--- src/color_proc_pkg.sv ---
// shared geometry, color limits, widths and filter codes for the color filter and histogram unit
package color_proc_pkg;

  // frame geometry, qqvga 160x120
  localparam int img_cols = 160;
  localparam int img_rows = 120;
  localparam int img_pxls = img_cols * img_rows;  // 19200 pixels per frame

  localparam int nb_img_pxls = 15;  // address width, 2^15 > 19200
  localparam int nb_cols     = 8;   // column counter 0..159
  localparam int nb_rows     = 7;   // row counter 0..119

  // border cut on each side before counting
  localparam int outframe_cols = 16;
  localparam int outframe_rows = 8;

  // inner frame left after taking the border away
  localparam int inframe_cols = img_cols - 2 * outframe_cols;  // 128
  localparam int inframe_rows = img_rows - 2 * outframe_rows;  // 104

  // spatial histogram, inner columns split in equal bins
  localparam int hist_bins       = 8;   // 16 columns per bin
  localparam int nb_hist_bins    = 3;
  localparam int nb_hist_val     = 11;  // up to 104 x 16 = 1664 per bin
  localparam int nb_inframe_pxls = 14;  // up to 128 x 104 = 13312 in total

  // pixel format rgb444
  localparam int nb_chan = 4;            // bits per channel
  localparam int nb_pxl  = 3 * nb_chan;  // red high, green middle, blue low

  // channel distance thresholds
  localparam int simil_limit = 2;  // |a-b| <= 2 means similar
  localparam int vdif_limit  = 7;  // |a-b| >= 7 means very different

  typedef logic [nb_pxl-1:0]      pxl_t;
  typedef logic [nb_img_pxls-1:0] pxl_addr_t;
  typedef logic [nb_hist_bins-1:0] hist_bin_t;
  typedef logic [nb_hist_val-1:0]  hist_val_t;

  // bin 0 is the leftmost
  typedef hist_val_t [hist_bins-1:0] hist_bins_t;

  localparam pxl_t black_pxl = '0;  // written for pixels that fail the filter

  // filter codes, one bit per primary that the filter keeps
  typedef enum logic [2:0] {
    filt_none    = 3'b000,  // every pixel passes
    filt_red     = 3'b100,
    filt_green   = 3'b010,
    filt_blue    = 3'b001,
    filt_yellow  = 3'b110,  // red and green
    filt_magenta = 3'b101,  // red and blue
    filt_cyan    = 3'b011,  // green and blue
    filt_white   = 3'b111   // bright gray
  } rgb_filter_e;

endpackage
--- src/color_proc.sv ---
// top level of the color filter and spatial histogram unit, ties the four blocks together
`timescale 1ns/1ns

module color_proc (
  input  logic                                       clk,
  input  logic                                       rst,
  input  logic                                       new_frame_i,   // frame buffer is full
  input  logic                                       proc_ctrl_i,   // filter step button
  input  color_proc_pkg::pxl_t                       orig_pxl_i,    // source mem read data
  output color_proc_pkg::pxl_addr_t                  orig_addr_o,
  output logic                                       proc_we_o,
  output color_proc_pkg::pxl_addr_t                  proc_addr_o,
  output color_proc_pkg::pxl_t                       proc_pxl_o,
  output logic                                       new_frame_proc_o,
  output color_proc_pkg::hist_bins_t                 histogram_o,
  output logic [color_proc_pkg::nb_inframe_pxls-1:0] colorpxls_o,
  output color_proc_pkg::rgb_filter_e                rgbfilter_o
);

  logic                      scan_valid;
  logic                      scan_last;
  logic                      scan_inframe;
  color_proc_pkg::pxl_addr_t scan_addr;
  color_proc_pkg::hist_bin_t scan_bin;
  logic                      class_pass;
  color_proc_pkg::pxl_t      class_pxl;

  frame_scanner i_frame_scanner (
    .clk            (clk),
    .rst            (rst),
    .new_frame_i    (new_frame_i),
    .orig_addr_o    (orig_addr_o),
    .scan_valid_o   (scan_valid),
    .scan_last_o    (scan_last),
    .scan_inframe_o (scan_inframe),
    .scan_addr_o    (scan_addr),
    .scan_bin_o     (scan_bin)
  );

  filter_select i_filter_select (
    .clk         (clk),
    .rst         (rst),
    .proc_ctrl_i (proc_ctrl_i),
    .filter_o    (rgbfilter_o)  // also feeds the classifier
  );

  color_classifier i_color_classifier (
    .clk          (clk),
    .rst          (rst),
    .scan_valid_i (scan_valid),
    .orig_pxl_i   (orig_pxl_i),
    .filter_i     (rgbfilter_o),
    .class_pass_o (class_pass),
    .class_pxl_o  (class_pxl)
  );

  color_histogram i_color_histogram (
    .clk              (clk),
    .rst              (rst),
    .scan_valid_i     (scan_valid),
    .scan_last_i      (scan_last),
    .scan_inframe_i   (scan_inframe),
    .scan_addr_i      (scan_addr),
    .scan_bin_i       (scan_bin),
    .class_pass_i     (class_pass),
    .class_pxl_i      (class_pxl),
    .proc_we_o        (proc_we_o),
    .proc_addr_o      (proc_addr_o),
    .proc_pxl_o       (proc_pxl_o),
    .histogram_o      (histogram_o),
    .colorpxls_o      (colorpxls_o),
    .new_frame_proc_o (new_frame_proc_o)
  );

endmodule

--- src/color_histogram.sv ---
// output side: writes the filtered image and builds the per-bin counts of passing pixels
`timescale 1ns/1ns

module color_histogram (
  input  logic                                      clk,
  input  logic                                      rst,
  input  logic                                      scan_valid_i,
  input  logic                                      scan_last_i,
  input  logic                                      scan_inframe_i,
  input  color_proc_pkg::pxl_addr_t                 scan_addr_i,
  input  color_proc_pkg::hist_bin_t                 scan_bin_i,
  input  logic                                      class_pass_i,  // aligned one cycle later
  input  color_proc_pkg::pxl_t                      class_pxl_i,
  output logic                                      proc_we_o,     // write strobe, result mem
  output color_proc_pkg::pxl_addr_t                 proc_addr_o,
  output color_proc_pkg::pxl_t                      proc_pxl_o,
  output color_proc_pkg::hist_bins_t                histogram_o,   // held between frames
  output logic [color_proc_pkg::nb_inframe_pxls-1:0] colorpxls_o,  // sum over all bins
  output logic                                      new_frame_proc_o
);

  // scan tags delayed to meet the classifier register
  logic                      valid_d;
  logic                      last_d;
  logic                      inframe_d;
  color_proc_pkg::pxl_addr_t addr_d;
  color_proc_pkg::hist_bin_t bin_d;

  color_proc_pkg::hist_bins_t                acc_q, acc_nxt;  // running bin counts
  logic [color_proc_pkg::nb_inframe_pxls-1:0] tot_q, tot_nxt;  // running total
  color_proc_pkg::hist_val_t                 bin_inc;
  logic                                      count_en;

  always_ff @(posedge clk or posedge rst) begin
    if (rst) begin
      valid_d   <= 1'b0;
      last_d    <= 1'b0;
      inframe_d <= 1'b0;
      addr_d    <= '0;
      bin_d     <= '0;
    end else begin
      valid_d   <= scan_valid_i;
      last_d    <= scan_last_i;
      inframe_d <= scan_inframe_i;
      addr_d    <= scan_addr_i;
      bin_d     <= scan_bin_i;
    end
  end

  assign proc_we_o   = valid_d;
  assign proc_addr_o = addr_d;
  assign proc_pxl_o  = class_pass_i ? class_pxl_i : color_proc_pkg::black_pxl;

  // border pixels are written but never counted
  assign count_en = valid_d & inframe_d & class_pass_i;
  assign bin_inc  = acc_q[bin_d] + 1'b1;

  always_comb begin
    acc_nxt = acc_q;
    tot_nxt = tot_q;
    if (count_en) begin
      acc_nxt[bin_d] = bin_inc;
      tot_nxt        = tot_q + 1'b1;
    end
  end

  // the last pixel goes straight into the latched result
  always_ff @(posedge clk or posedge rst) begin
    if (rst) begin
      acc_q            <= '0;
      tot_q            <= '0;
      histogram_o      <= '0;
      colorpxls_o      <= '0;
      new_frame_proc_o <= 1'b0;
    end else begin
      new_frame_proc_o <= last_d;  // one cycle after the last write
      if (last_d) begin
        histogram_o <= acc_nxt;
        colorpxls_o <= tot_nxt;
        acc_q       <= '0;       // ready for the next frame
        tot_q       <= '0;
      end else begin
        acc_q <= acc_nxt;
        tot_q <= tot_nxt;
      end
    end
  end

endmodule

--- src/color_classifier.sv ---
// processing part: classifies each read pixel by color and registers the filter decision
`timescale 1ns/1ns

module color_classifier (
  input  logic                        clk,
  input  logic                        rst,
  input  logic                        scan_valid_i,  // orig_pxl_i holds a frame pixel
  input  color_proc_pkg::pxl_t        orig_pxl_i,
  input  color_proc_pkg::rgb_filter_e filter_i,
  output logic                        class_pass_o,  // pixel passes the filter, 1 cycle later
  output color_proc_pkg::pxl_t        class_pxl_o    // pixel delayed with the decision
);

  logic [color_proc_pkg::nb_chan-1:0] red, grn, blu;
  logic [color_proc_pkg::nb_chan-1:0] rg_dif, rb_dif, gb_dif;  // absolute differences
  logic rg_gt, rb_gt, gb_gt;     // pairwise ordering
  logic rg_sim, rb_sim, gb_sim;  // near each other
  logic rg_vd, rb_vd, gb_vd;     // far apart
  logic red_hit, grn_hit, blu_hit, yel_hit, mag_hit, cya_hit, gra_hit, whi_hit;
  logic pass_c;

  assign red = orig_pxl_i[color_proc_pkg::nb_pxl-1 -: color_proc_pkg::nb_chan];
  assign grn = orig_pxl_i[2*color_proc_pkg::nb_chan-1 -: color_proc_pkg::nb_chan];
  assign blu = orig_pxl_i[color_proc_pkg::nb_chan-1:0];

  assign rg_gt = red > grn;
  assign rb_gt = red > blu;
  assign gb_gt = grn > blu;

  assign rg_dif = rg_gt ? red - grn : grn - red;
  assign rb_dif = rb_gt ? red - blu : blu - red;
  assign gb_dif = gb_gt ? grn - blu : blu - grn;

  assign rg_sim = rg_dif <= color_proc_pkg::simil_limit;
  assign rb_sim = rb_dif <= color_proc_pkg::simil_limit;
  assign gb_sim = gb_dif <= color_proc_pkg::simil_limit;
  assign rg_vd  = rg_dif >= color_proc_pkg::vdif_limit;
  assign rb_vd  = rb_dif >= color_proc_pkg::vdif_limit;
  assign gb_vd  = gb_dif >= color_proc_pkg::vdif_limit;

  // ordering tree, the largest channel decides the branch
  always_comb begin
    {red_hit, grn_hit, blu_hit, yel_hit, mag_hit, cya_hit, gra_hit} = '0;
    if (rg_gt && rb_gt && gb_gt) begin         // r > g > b
      if (rg_vd)                red_hit = 1'b1;
      else if (rg_sim && rb_sim) gra_hit = 1'b1;
      else if (rg_sim && gb_vd)  yel_hit = 1'b1;  // r and g high, b low
    end else if (rg_gt && rb_gt) begin         // r > b >= g
      if (rb_vd)                red_hit = 1'b1;
      else if (rb_sim && rg_sim) gra_hit = 1'b1;
      else if (rb_sim && gb_vd)  mag_hit = 1'b1;
    end else if (rg_gt) begin                  // b >= r > g
      if (rb_vd)                blu_hit = 1'b1;
      else if (rb_sim && gb_sim) gra_hit = 1'b1;
      else if (rb_sim && rg_vd)  mag_hit = 1'b1;
    end else if (rb_gt) begin                  // g >= r > b
      if (rg_vd)                grn_hit = 1'b1;
      else if (rg_sim && rb_vd)  yel_hit = 1'b1;  // yellow checked before gray here
      else if (rg_sim && gb_sim) gra_hit = 1'b1;
    end else if (gb_gt) begin                  // g > b >= r
      if (gb_vd)                grn_hit = 1'b1;
      else if (gb_sim && rb_vd)  cya_hit = 1'b1;
      else if (gb_sim && rg_sim) gra_hit = 1'b1;
    end else begin                             // b >= g >= r
      if (gb_vd)                blu_hit = 1'b1;
      else if (gb_sim && rb_sim) gra_hit = 1'b1;
      else if (gb_sim && rg_vd)  cya_hit = 1'b1;
    end
  end

  // white is a gray with all channels at 12 or more
  assign whi_hit = gra_hit & (&{red[3:2], grn[3:2], blu[3:2]});

  always_comb begin
    case (filter_i)
      color_proc_pkg::filt_red:     pass_c = red_hit;
      color_proc_pkg::filt_green:   pass_c = grn_hit;
      color_proc_pkg::filt_blue:    pass_c = blu_hit;
      color_proc_pkg::filt_yellow:  pass_c = yel_hit;
      color_proc_pkg::filt_magenta: pass_c = mag_hit;
      color_proc_pkg::filt_cyan:    pass_c = cya_hit;
      color_proc_pkg::filt_white:   pass_c = whi_hit;
      default:                      pass_c = 1'b1;  // filt_none keeps everything
    endcase
  end

  always_ff @(posedge clk or posedge rst) begin
    if (rst) class_pass_o <= 1'b0;
    else     class_pass_o <= scan_valid_i & pass_c;  // low between frames
  end

  always_ff @(posedge clk) begin
    if (scan_valid_i) class_pxl_o <= orig_pxl_i;
  end

endmodule

--- src/filter_select.sv ---
// input side: steps the active color filter on each push of the process control button
`timescale 1ns/1ns

module filter_select (
  input  logic                        clk,
  input  logic                        rst,
  input  logic                        proc_ctrl_i,  // raw button level, async to clk
  output color_proc_pkg::rgb_filter_e filter_o      // filter now in use
);

  logic ctrl_meta_q;  // first sync stage
  logic ctrl_sync_q;  // safe to use
  logic ctrl_prev_q;  // last cycle's level for edge detect
  logic ctrl_rise;

  always_ff @(posedge clk or posedge rst) begin
    if (rst) begin
      ctrl_meta_q <= 1'b0;
      ctrl_sync_q <= 1'b0;
      ctrl_prev_q <= 1'b0;
    end else begin
      ctrl_meta_q <= proc_ctrl_i;
      ctrl_sync_q <= ctrl_meta_q;
      ctrl_prev_q <= ctrl_sync_q;
    end
  end

  // a held level gives a single step
  assign ctrl_rise = ctrl_sync_q & ~ctrl_prev_q;

  // none -> red -> green -> blue -> yellow -> magenta -> cyan -> white -> none
  always_ff @(posedge clk or posedge rst) begin
    if (rst) begin
      filter_o <= color_proc_pkg::filt_none;
    end else if (ctrl_rise) begin
      case (filter_o)
        color_proc_pkg::filt_none:    filter_o <= color_proc_pkg::filt_red;
        color_proc_pkg::filt_red:     filter_o <= color_proc_pkg::filt_green;
        color_proc_pkg::filt_green:   filter_o <= color_proc_pkg::filt_blue;
        color_proc_pkg::filt_blue:    filter_o <= color_proc_pkg::filt_yellow;
        color_proc_pkg::filt_yellow:  filter_o <= color_proc_pkg::filt_magenta;
        color_proc_pkg::filt_magenta: filter_o <= color_proc_pkg::filt_cyan;
        color_proc_pkg::filt_cyan:    filter_o <= color_proc_pkg::filt_white;
        default:                      filter_o <= color_proc_pkg::filt_none;  // white wraps
      endcase
    end
  end

endmodule

--- src/frame_scanner.sv ---
// input side: walks the original image memory once per new_frame_i and tags each read pixel
`timescale 1ns/1ns

module frame_scanner (
  input  logic                      clk,
  input  logic                      rst,
  input  logic                      new_frame_i,     // one cycle start strobe
  output color_proc_pkg::pxl_addr_t orig_addr_o,     // read address to the source memory
  output logic                      scan_valid_o,    // orig_pxl_i valid this cycle
  output logic                      scan_last_o,     // last pixel of the frame
  output logic                      scan_inframe_o,  // pixel inside the counted area
  output color_proc_pkg::pxl_addr_t scan_addr_o,     // address of the pixel now on the bus
  output color_proc_pkg::hist_bin_t scan_bin_o       // histogram bin of that pixel
);

  logic                                scanning_q;
  color_proc_pkg::pxl_addr_t           addr_q;
  logic [color_proc_pkg::nb_cols-1:0]  col_q;
  logic [color_proc_pkg::nb_rows-1:0]  row_q;

  logic                      end_pxl;
  logic                      end_ln;
  logic                      inframe_c;
  color_proc_pkg::hist_bin_t bin_c;

  assign end_pxl = (addr_q == color_proc_pkg::img_pxls - 1);
  assign end_ln  = (col_q == color_proc_pkg::img_cols - 1);

  // address, column and row run together while scanning
  always_ff @(posedge clk or posedge rst) begin
    if (rst) begin
      scanning_q <= 1'b0;
      addr_q     <= '0;
      col_q      <= '0;
      row_q      <= '0;
    end else if (scanning_q) begin
      if (end_pxl) begin  // frame done, park at zero
        scanning_q <= 1'b0;
        addr_q     <= '0;
        col_q      <= '0;
        row_q      <= '0;
      end else begin
        addr_q <= addr_q + 1'b1;
        if (end_ln) begin
          col_q <= '0;
          row_q <= row_q + 1'b1;
        end else begin
          col_q <= col_q + 1'b1;
        end
      end
    end else if (new_frame_i) begin
      scanning_q <= 1'b1;  // strobes during a scan fall through here unseen
    end
  end

  assign orig_addr_o = addr_q;

  // inner frame is cols 16..143, rows 8..111
  assign inframe_c = scanning_q &&
                     (col_q >= color_proc_pkg::outframe_cols) &&
                     (col_q < color_proc_pkg::outframe_cols + color_proc_pkg::inframe_cols) &&
                     (row_q >= color_proc_pkg::outframe_rows) &&
                     (row_q < color_proc_pkg::outframe_rows + color_proc_pkg::inframe_rows);

  // inner column / 16, value is junk outside the inner frame but never used there
  assign bin_c = color_proc_pkg::hist_bin_t'((col_q - color_proc_pkg::outframe_cols) /
                 (color_proc_pkg::inframe_cols / color_proc_pkg::hist_bins));

  // one cycle delay to line up with the synchronous memory read
  always_ff @(posedge clk or posedge rst) begin
    if (rst) begin
      scan_valid_o   <= 1'b0;
      scan_last_o    <= 1'b0;
      scan_inframe_o <= 1'b0;
      scan_addr_o    <= '0;
      scan_bin_o     <= '0;
    end else begin
      scan_valid_o   <= scanning_q;
      scan_last_o    <= scanning_q & end_pxl;
      scan_inframe_o <= inframe_c;
      scan_addr_o    <= addr_q;
      scan_bin_o     <= bin_c;
    end
  end

endmodule

--- config.mk ---
export PLATFORM = sky130hd
export DESIGN_NAME = color_proc
export DESIGN_NICKNAME = d
export VERILOG_FILES = /design/src/color_proc_pkg.sv /design/src/color_proc.sv /design/src/color_histogram.sv /design/src/color_classifier.sv /design/src/filter_select.sv /design/src/frame_scanner.sv
export SDC_FILE = /design/constraint.sdc
export NUM_CORES = 1
export LEC_CHECK = 0
export BUFFER_PORTS_ARGS = -buffer_cell sky130_fd_sc_hd__buf_2
export CORE_ASPECT_RATIO = 1.1
export CORE_MARGIN = 3
export CORE_UTILIZATION = 40
export DETAILED_ROUTE_END_ITERATION = 6
export HOLD_SLACK_MARGIN = 0.02
export PLACE_DENSITY_LB_ADDON = 0.12
export RECOVER_POWER = 100
export SYNTH_ARGS = -nofsm -noshare
export SYNTH_HDL_FRONTEND = slang
export SYNTH_SLANG_ARGS = --single-unit
export TNS_END_PERCENT = 20
--- constraint.sdc ---
create_clock -name clk -period 9.09 [get_ports clk]
set_input_delay 0 -clock clk [delete_from_list [all_inputs] [get_ports clk]]
set_output_delay 0 -clock clk [all_outputs]
set_load 0.01 [all_outputs]
# Word level (Yosys, flattened, before mapping)
# Index checks and enable logic that the tools add are counted.
# Widths: inputs -> output; s select.
classes:
  reduce_logical: 20
  order_cmp: 15
  addsub: 12
  n_mux: 82
  n_eq_ne: 9
  n_bitwise: 7
op_table:
  columns: ["op", "n"]
  rows:
  - ["$mux 88", 2]
  - ["$bwmux 88", 1]
  - ["$mux 1", 62]
  - ["$bmux 11 s3", 1]
  - ["$demux 11 s3", 1]
  - ["$mux 14", 2]
  - ["$sub 4x4->4", 6]
  - ["$mux 11", 2]
  - ["$pmux 3 s7", 1]
  - ["$logic_and 1x1->1", 16]
  - ["$mux 8", 2]
  - ["$add 15x1->15 const B", 1]
  - ["$eq 15x15->1 const B", 1]
  - ["$mux 15", 1]
  - ["$add 14x1->14 const B", 1]
  - ["$mux 7", 2]
  - ["$eq 3x3->1 const B", 4]
  - ["$ge 4x3->1 const B", 3]
  - ["$gt 4x4->1", 3]
  - ["$le 4x2->1 const B", 3]
  - ["$mux 12", 1]
  - ["$mux 4", 3]
  - ["$add 11x1->11 const B", 1]
  - ["$add 8x1->8 const B", 1]
  - ["other kinds (18)", 24]
word_totals:
  in_bits: 16
  reg_bits: 297
  output_inout_bits: 149
  elab_cells: 184

# Depth between registers and ports, before layout
# Gate-level depths: netlist of run 1.
depth:
  word_depth: 15
  ltp_mapped: 14
  depth_no_buf: 12

# Cells and area by module
# A second synthesis of run 1 with hierarchy kept.
unflattened:
  cells_unflattened: 1375
  hier_area_um2: 14363.8
by_module_without_submodules:
  columns: ["module", "area_each_um2", "seq_area_each_um2", "cells_each", "n_inst"]
  rows:
  - ["color_histogram", 10113.4, 5655.4, 966, 1]
  - ["frame_scanner", 2214.6, 1301.2, 196, 1]
  - ["color_classifier", 1805.5, 385.4, 193, 1]
  - ["filter_select", 230.2, 150.1, 20, 1]

# Worst setup path after synthesis of run 1
# No wires, ideal clock.
synth_timing:
  path_kind: "register to register"
  from: "register i_color_histogram.bin_d[2]"
  to: "register i_color_histogram.acc_q[43] (netlist name)"
  period_less_slack_ps: 3009
  setup_slack_ps: 6081
  arrival_ps: 2923
  n_path_buf: 4
  setup_time_ps: 86
  stages_incl_launch_ff: 15
  path_cell_list: "dfrtp_1 buf_4 buf_6 buf_4 mux2i_1 a221oi_1 a2bb2oi_1 buf_2 ha_1 a21boi_1 and4_4 nand3_2 xor2_2 nor2_1 nor3_1"
synth_between:
  elab_chain_cells: 7
  elab_cells_between_ends: 11
  cone_classes: "add/sub (1); order compare (2); mux (7); reduce/logical (1)"
synth_rtl:
  columns: ["item", "line_no", "rtl"]
  rows:
  - ["start: declaration", "color_histogram.sv:27", "color_proc_pkg::hist_bin_t bin_d;"]
  - ["start signal: assignment", "color_histogram.sv:46", "bin_d <= scan_bin_i;"]
  - ["parallel branches: the longest is 4 deep, another holds $add 11x1->11", null, null]
  - ["$bwmux 88 (*)", "color_histogram.sv:62", "acc_nxt[bin_d] = bin_inc;"]
  - ["$mux 88 (*)", "color_histogram.sv:61", "if (count_en) begin"]
  - ["$mux 88 (*)", "color_histogram.sv:77", "if (last_d) begin"]
  - ["end signal: assignment", "color_histogram.sv:83", "acc_q <= acc_nxt;"]
  - ["end: declaration", "color_histogram.sv:29", "color_proc_pkg::hist_bins_t acc_q, acc_nxt;"]
# Every way passes the cells marked *. The select of a mux whose other input is x is not followed.
# A chain may end at the register's enable or synchronous reset.

# Worst setup path after layout of run 1
layout_timing:
  from: "register i_color_histogram.bin_d[1]"
  to: "register i_color_histogram.acc_q[32] (netlist name)"
# Same word-level chain as after synthesis.

==> flow_metrics.py, run 1 <==
metrics = {
    "floorplan": {
        "die_y_um": 201,
        "die_w_um": 183,
        "core_area_um2": 33600,
        "dieArea_um2": 36800,
        "ios": 165,
        "rows": 70,
        "start_util_pct": 41.0,
    },
    "synth": {
        "ys.flop_type": "dfrtp_1",
        "synth-seq-cells": 297,
        "yosys-top-cells-area": "dfrtp_1, nor2_1, mux2i_1",
        "yosysTopAreaCellShare_pct": 51.7,
        "synth_nets": 1366,
        "yosys.area.top_type": "dfrtp_1",
        "syn_area_um2": 13800,
        "synth_area_per_cell_um2": 10.5,
        "syn_inst": 1313,
        "yosysSeqAreaShare_pct": 54.3,
        "synth_cell_types": 74,
        "yosys_warnings": 0,
        "synth-edff-count": 12,
        "async_flop_share_pct": 96.0,
    },
    "sta": {
        "hold_viol_final": 0,
        "fin_skew_ns": 0.0132,
        "rsz0062_at_grt": "false",
        "slew_viol_final": 508,
        "finalCritPeriodShare_pct": 61.7,
        "fin_crit_ns": 5.61,
        "relSlewSlack_pct": -284,
        "worstMarginPinSlew_ns": 5.73,
        "setup_viol": 0,
        "timing.hold.ws_ns": 0.139,
        "fmax_mhz": 178,
        "tns_ns": 0,
    },
    "detailed_routing": {
        "first_iter_violations": 701,
        "vias_per_cell": 5.17,
        "wire_per_inst_um": 18.2,
        "routed_wl_um": 34900,
        "drtPass1Iterations": 5,
        "vias": 9921,
        "final_antenna_net_count": 0,
        "drc": 0,
    },
    "critical_path": {
        "cp_data_required_time_ns": 9.52,
        "r2r_setup_slack_ns": 3.48,
        "path_cells": "clkbuf_1, inv_1, a211oi_1, a2bb2oi_1, ha_1, a21boi_0, and4_1, nand3_1, xor2_1, nor2_1, nor3_1",
        "reg2regPathDepth": 11,
        "cp_slowest_cell": "clkbuf_1",
        "path_depth": 11,
        "crit_path_end_kind": "register",
        "path_delay_family": "buffers and inverters",
        "cp_max_fo": 51,
        "slowest_delay_ns": 1.66,
        "r2r_end": "i_color_histogram.acc_q[32]",
        "arrival_ns": 6.04,
        "start_kind": "register",
        "crit_type": "register to register",
        "path_buf_inv": 2,
        "crit-reg2reg-launch": "i_color_histogram.bin_d[1]",
    },
    "placement": {
        "place.gp.congestion": 0.876,
        "dpl-instance-area_um2": 14900,
        "placed_cells": 1848,
        "io_buffers": 164,
        "hpwl_um": 24000,
    },
    "grt": {
        "grt_start_max_net_pins": 130,
        "antenna_found_initial": 0,
        "grt_pass1_vias": 9940,
        "track_usage_pct": 18.9,
        "grt_pass1_wl_um": 55800,
        "overflow": 0,
    },
    "clocking": {
        "clock_latency_ns": 0.52,
        "cts_tree": "yes",
        "root_buffer": "clkbuf_16",
        "clk_pin_slew_ns": 0.06,
        "cts_max_level": 2,
        "ctsResizeCount": 0,
        "clkSinkCount": 297,
        "numCtsBuffers": 34,
        "cts_buffer_depth": 3,
    },
    "finish": {
        "fin_nets": 1520,
        "finalNonFillerCells": 1920,
        "finalInstanceArea_um2": 15800,
        "syn2layout_area_growth_pct": 14.7,
        "layout.cells.most_common": "dfrtp_1",
        "mostFrequentLayoutCells": "dfrtp_1, nor2_1, clkbuf_1",
        "drive_above_1_share_pct": 8.20,
        "antenna_cells": 0,
    },
    "min_path": {
        "min_from": "proc_ctrl_i",
        "hold-path-endpoint": "i_filter_select.ctrl_meta_q",
        "hold_depth": 2,
        "min_path_type": "input port to register",
    },
    "run_status": {
        "status": "complete, but fails checks",
        "violations": "max-capacitance violations, max-slew violations",
    },
    "power_and_ir_drop": {
        "cellPowerDensity_nw_per_um2": 219,
        "p_leak_nw": 7.30,
        "ir_worst_vdd_uv": 176,
    },
    "run": {
        "maxCapViolations": 6,
    },
}
-- logic make-up after synthesis --
group	after synthesis	share of synthesized area, %
muxes	106	8.62
buffers and inverters	128	3.94
xor gates and xnor gates	45	3.16
AOI/OAI and AO/OA	235	10.1
and+or+nand+nor	465	16.2
adders and majority gates	37	3.68
DFF	297	54.3
-- Yosys cell counts, drive strengths merged (13+ instances only) --
library cell,number
dfrtp,285
nor2,201
a21oi,96
nand2,70
o21ai,61
inv,58
mux2i,58
clkbuf,49
mux2,42
nor2b,37
nand3,35
ha,31
nor3,24
xnor2,24
o22ai,23
buf,21
xor2,21
nand4,17
and2,16
and3,13
-- final cells by class --
class                      instances  area [um2]
timing repair buffer             188         832
multi-input combinational        888        5720
fill                            3291       17800
inverter                          58         219
clock buffer                      47         930
clock inverter                    10        97.6
tap                              432         541
sequential                       297        7490
-- worst max path at each step --
stage	start	end	slack (ns)
floorplan	rst	i_color_classifier.class_pass_o	1.23
global placement	i_color_histogram.bin_d[2]	i_color_histogram.histogram_o[37]	5.29
detailed placement	i_color_histogram.bin_d[2]	i_color_histogram.histogram_o[26]	5.20
CTS	i_color_histogram.bin_d[2]	i_color_histogram.histogram_o[6]	5.16
global route	rst	i_color_histogram.histogram_o[75]	2.43
finish	i_color_histogram.bin_d[1]	i_color_histogram.acc_q[32]	3.48
-- flip-flops by register name (all words and copies together), names as in the netlist, 3 cells and up --
signal,count
i_frame_scanner.orig_addr_o,15
i_color_histogram.histogram_o,88
i_frame_scanner.scan_bin_o,3
i_frame_scanner.scan_addr_o,15
i_color_histogram.bin_d,3
i_frame_scanner.col_q,8
i_color_classifier.class_pxl_o,12
i_color_histogram.proc_addr_o,15
i_color_histogram.colorpxls_o,14
i_color_histogram.acc_q,88
i_filter_select.filter_o,3
i_color_histogram.tot_q,14
i_frame_scanner.row_q,7
-- stage by stage --
step	worst slack, ns	utilization [%]	total power [mW]
floorplan	1.23	-	2.04
global placement	5.29	44.4	2.23
detailed placement	5.20	44.4	2.23
CTS	5.16	47.9	3.55
global route	2.43	47.1	3.64
finish	3.48	47.1	3.46
-- routing by layer --
layer | GRT usage (%) | wire length [um]
met1 | 26.0 | 15700
met2 | 30.8 | 16800
met3 | 4.02 | 1840
met4 | 4.27 | 573
met5 | 0 | 0
-- report_power, final --
part / leakage, nW / switching (mW) / total, mW / internal, mW
Sequential: 4.02 / 0.0789 / 1.49 / 1.41
Clock: 0.506 / 0.538 / 1.28 / 0.746
Combinational: 2.78 / 0.449 / 0.691 / 0.242
Total: 7.30 / 1.07 / 3.46 / 2.40
-- repair_timing --
item,in CTS,in global routing
buffers inserted,0,0
endpoints found under the hold margin,141,0
hold buffers,15,0
Note: power is estimated with default switching activity, not from simulation.
==> run 2, diff against run 1 <==
- clock period: 9.09 -> 5.5 ns (I/O delays scaled with it)
==> flow_metrics.py, run 2 (synthesis results as in run 1) <==
metrics = {
    "sta": {
        "hold_viol_final": 0,
        "rsz0062_at_grt": "false",
        "tns_ns": 0,
        "fin_crit_ns": 4.29,
        "fin_skew_ns": 0.0371,
        "setup_slack_ns": 1.21,
        "setup_viol": 0,
        "fmax_mhz": 233,
        "slew_viol_final": 203,
        "relSlewSlack_pct": -92.4,
        "finalCritPeriodShare_pct": 77.9,
        "worstMarginPinSlew_ns": 2.89,
    },
    "power_and_ir_drop": {
        "total_power_mw": 5.68,
        "ir_worst_vdd_uv": 271,
        "cellPowerDensity_nw_per_um2": 359,
        "p_leak_nw": 7.31,
    },
    "detailed_routing": {
        "routed_wl_um": 35300,
        "vias_per_cell": 5.16,
        "final_antenna_net_count": 0,
        "wire_per_inst_um": 18.4,
        "vias": 9919,
        "drtPass1Iterations": 4,
        "drc": 0,
        "first_iter_violations": 675,
    },
    "clocking": {
        "root_buffer": "clkbuf_16",
        "ctsResizeCount": 0,
        "cts_max_level": 1,
        "cts_buffer_depth": 3,
        "numCtsBuffers": 31,
        "clkSinkCount": 297,
        "cts_tree": "yes",
        "cts_setup_buffers": 0,
        "clock_latency_ns": 0.59,
        "cts_hold_buf": 15,
        "clk_pin_slew_ns": 0.06,
    },
    "critical_path": {
        "cp_data_required_time_ns": 5.99,
        "crit_path_end_kind": "register",
        "start_kind": "register",
        "path_cells": "clkbuf_1, or2_2, o22ai_1, a2bb2oi_1, ha_1, a21boi_0, and4_1, nand3_1, xor2_1, nor2_1, nor3_1",
        "cp_slowest_cell": "dfrtp_1",
        "path_depth": 11,
        "cp_max_fo": 22,
        "crit_type": "register to register",
        "path_buf_inv": 1,
        "crit_path_start": "i_color_histogram.bin_d[2]",
        "endpoint": "i_color_histogram.acc_q[10]",
        "r2r_setup_slack_ns": 1.21,
        "crit-reg2reg-launch": "i_color_histogram.bin_d[2]",
        "arrival_ns": 4.78,
        "reg2regPathDepth": 11,
        "path_delay_family": "simple AND/OR/NAND/NOR gates",
        "slowest_delay_ns": 0.82,
        "r2r_end": "i_color_histogram.acc_q[10]",
    },
    "grt": {
        "overflow": 0,
        "grt_pass1_vias": 10100,
        "antenna_found_initial": 0,
        "grt_pass1_wl_um": 56800,
        "track_usage_pct": 19.1,
        "grt_start_max_net_pins": 174,
    },
    "run": {
        "maxCapViolations": 2,
    },
    "finish": {
        "finalInstanceArea_um2": 15800,
        "mostFrequentLayoutCells": "dfrtp_1, nor2_1, clkbuf_1",
        "fillCellCount": 3231,
        "largestRegisters": "i_color_histogram.acc_q (88), i_color_histogram.histogram_o (88)",
        "antenna_cells": 0,
        "syn2layout_area_growth_pct": 14.8,
        "layout.cells.most_common": "dfrtp_1",
        "drive_above_1_share_pct": 8.26,
        "fin_nets": 1520,
    },
    "floorplan": {
        "start_util_pct": 41.0,
        "dieArea_um2": 36800,
        "die_y_um": 201,
        "core_area_um2": 33600,
        "die_w_um": 183,
        "ios": 165,
        "rows": 70,
    },
    "placement": {
        "dpl-instance-area_um2": 15000,
        "hpwl_um": 24400,
        "io_buffers": 164,
        "place.gp.congestion": 0.867,
        "dpl_worst_slack_ns": 1.79,
    },
    "run_status": {
        "violations": "max-capacitance violations, max-slew violations",
        "status": "complete, but fails checks",
    },
    "min_path": {
        "min_path_type": "input port to register",
    },
}
## run 2: metal layers
metal | up-vias | GRT usage [%] | wire length (um)
met4 | 0 | 4.71 | 795
met2 | 189 | 31.1 | 16700
met5 | - | 0 | 0
met3 | 52 | 4.71 | 2010
li1 | 4831 | - | -
met1 | 4847 | 25.9 | 15800
## run 2: how the worst min path moves through the flow
stage                     start                     endpoint  slack (ns)  cells after the start
floorplan           proc_ctrl_i  i_filter_select.ctrl_meta_q        0.03                      0
global placement    proc_ctrl_i  i_filter_select.ctrl_meta_q        0.11                      1
detailed placement  proc_ctrl_i  i_filter_select.ctrl_meta_q        0.11                      1
CTS                 proc_ctrl_i  i_filter_select.ctrl_meta_q        0.04                      2
global route        proc_ctrl_i  i_filter_select.ctrl_meta_q        0.08                      2
finish              proc_ctrl_i  i_filter_select.ctrl_meta_q        0.08                      2
## run 2: metrics by stage
| stage | cells | hold WS [ns] | utilization (%) |
|---|---|---|---|
| 6_report | 1921 | 0.0824 | 47.1 |
| 5_1_grt | 1921 | 0.0778 | 47.1 |
| 3_5_place_dp | 1851 | 0.110 | 44.5 |
| 4_1_cts | 1921 | 0.0424 | 47.9 |
| 2_1_floorplan | 1313 | 0.0314 | - |
| 3_3_place_gp | 1851 | 0.111 | 44.5 |
## run 2: report_power, final
| part | total (mW) | switching, mW | leakage, nW | internal, mW |
|---|---|---|---|---|
| clock | 2.06 | 0.857 | 0.491 | 1.21 |
| combinational | 1.10 | 0.701 | 2.80 | 0.397 |
| sequential | 2.52 | 0.193 | 4.02 | 2.33 |
## run 2: worst reg2reg max path, cell delays in order (launching register included)
cell and delay [ns]:
dfrtp_1 0.82, clkbuf_1 0.66, or2_2 0.30, o22ai_1 0.09, a2bb2oi_1 0.27, ha_1 0.22, a21boi_0 0.41, and4_1 0.33
nand3_1 0.11, xor2_1 0.61, nor2_1 0.15, nor3_1 0.24
## run 2: cell type report
cell class | count | area (um2) | area share [%]
clock buffer | 51 | 941 | 5.94
clock inverter | 4 | 60.1 | 0.379
inverter | 58 | 221 | 1.40
multi-input combinational | 888 | 5710 | 36.1
sequential | 297 | 7490 | 47.3
tap | 432 | 541 | 3.41
timing repair buffer | 191 | 868 | 5.48
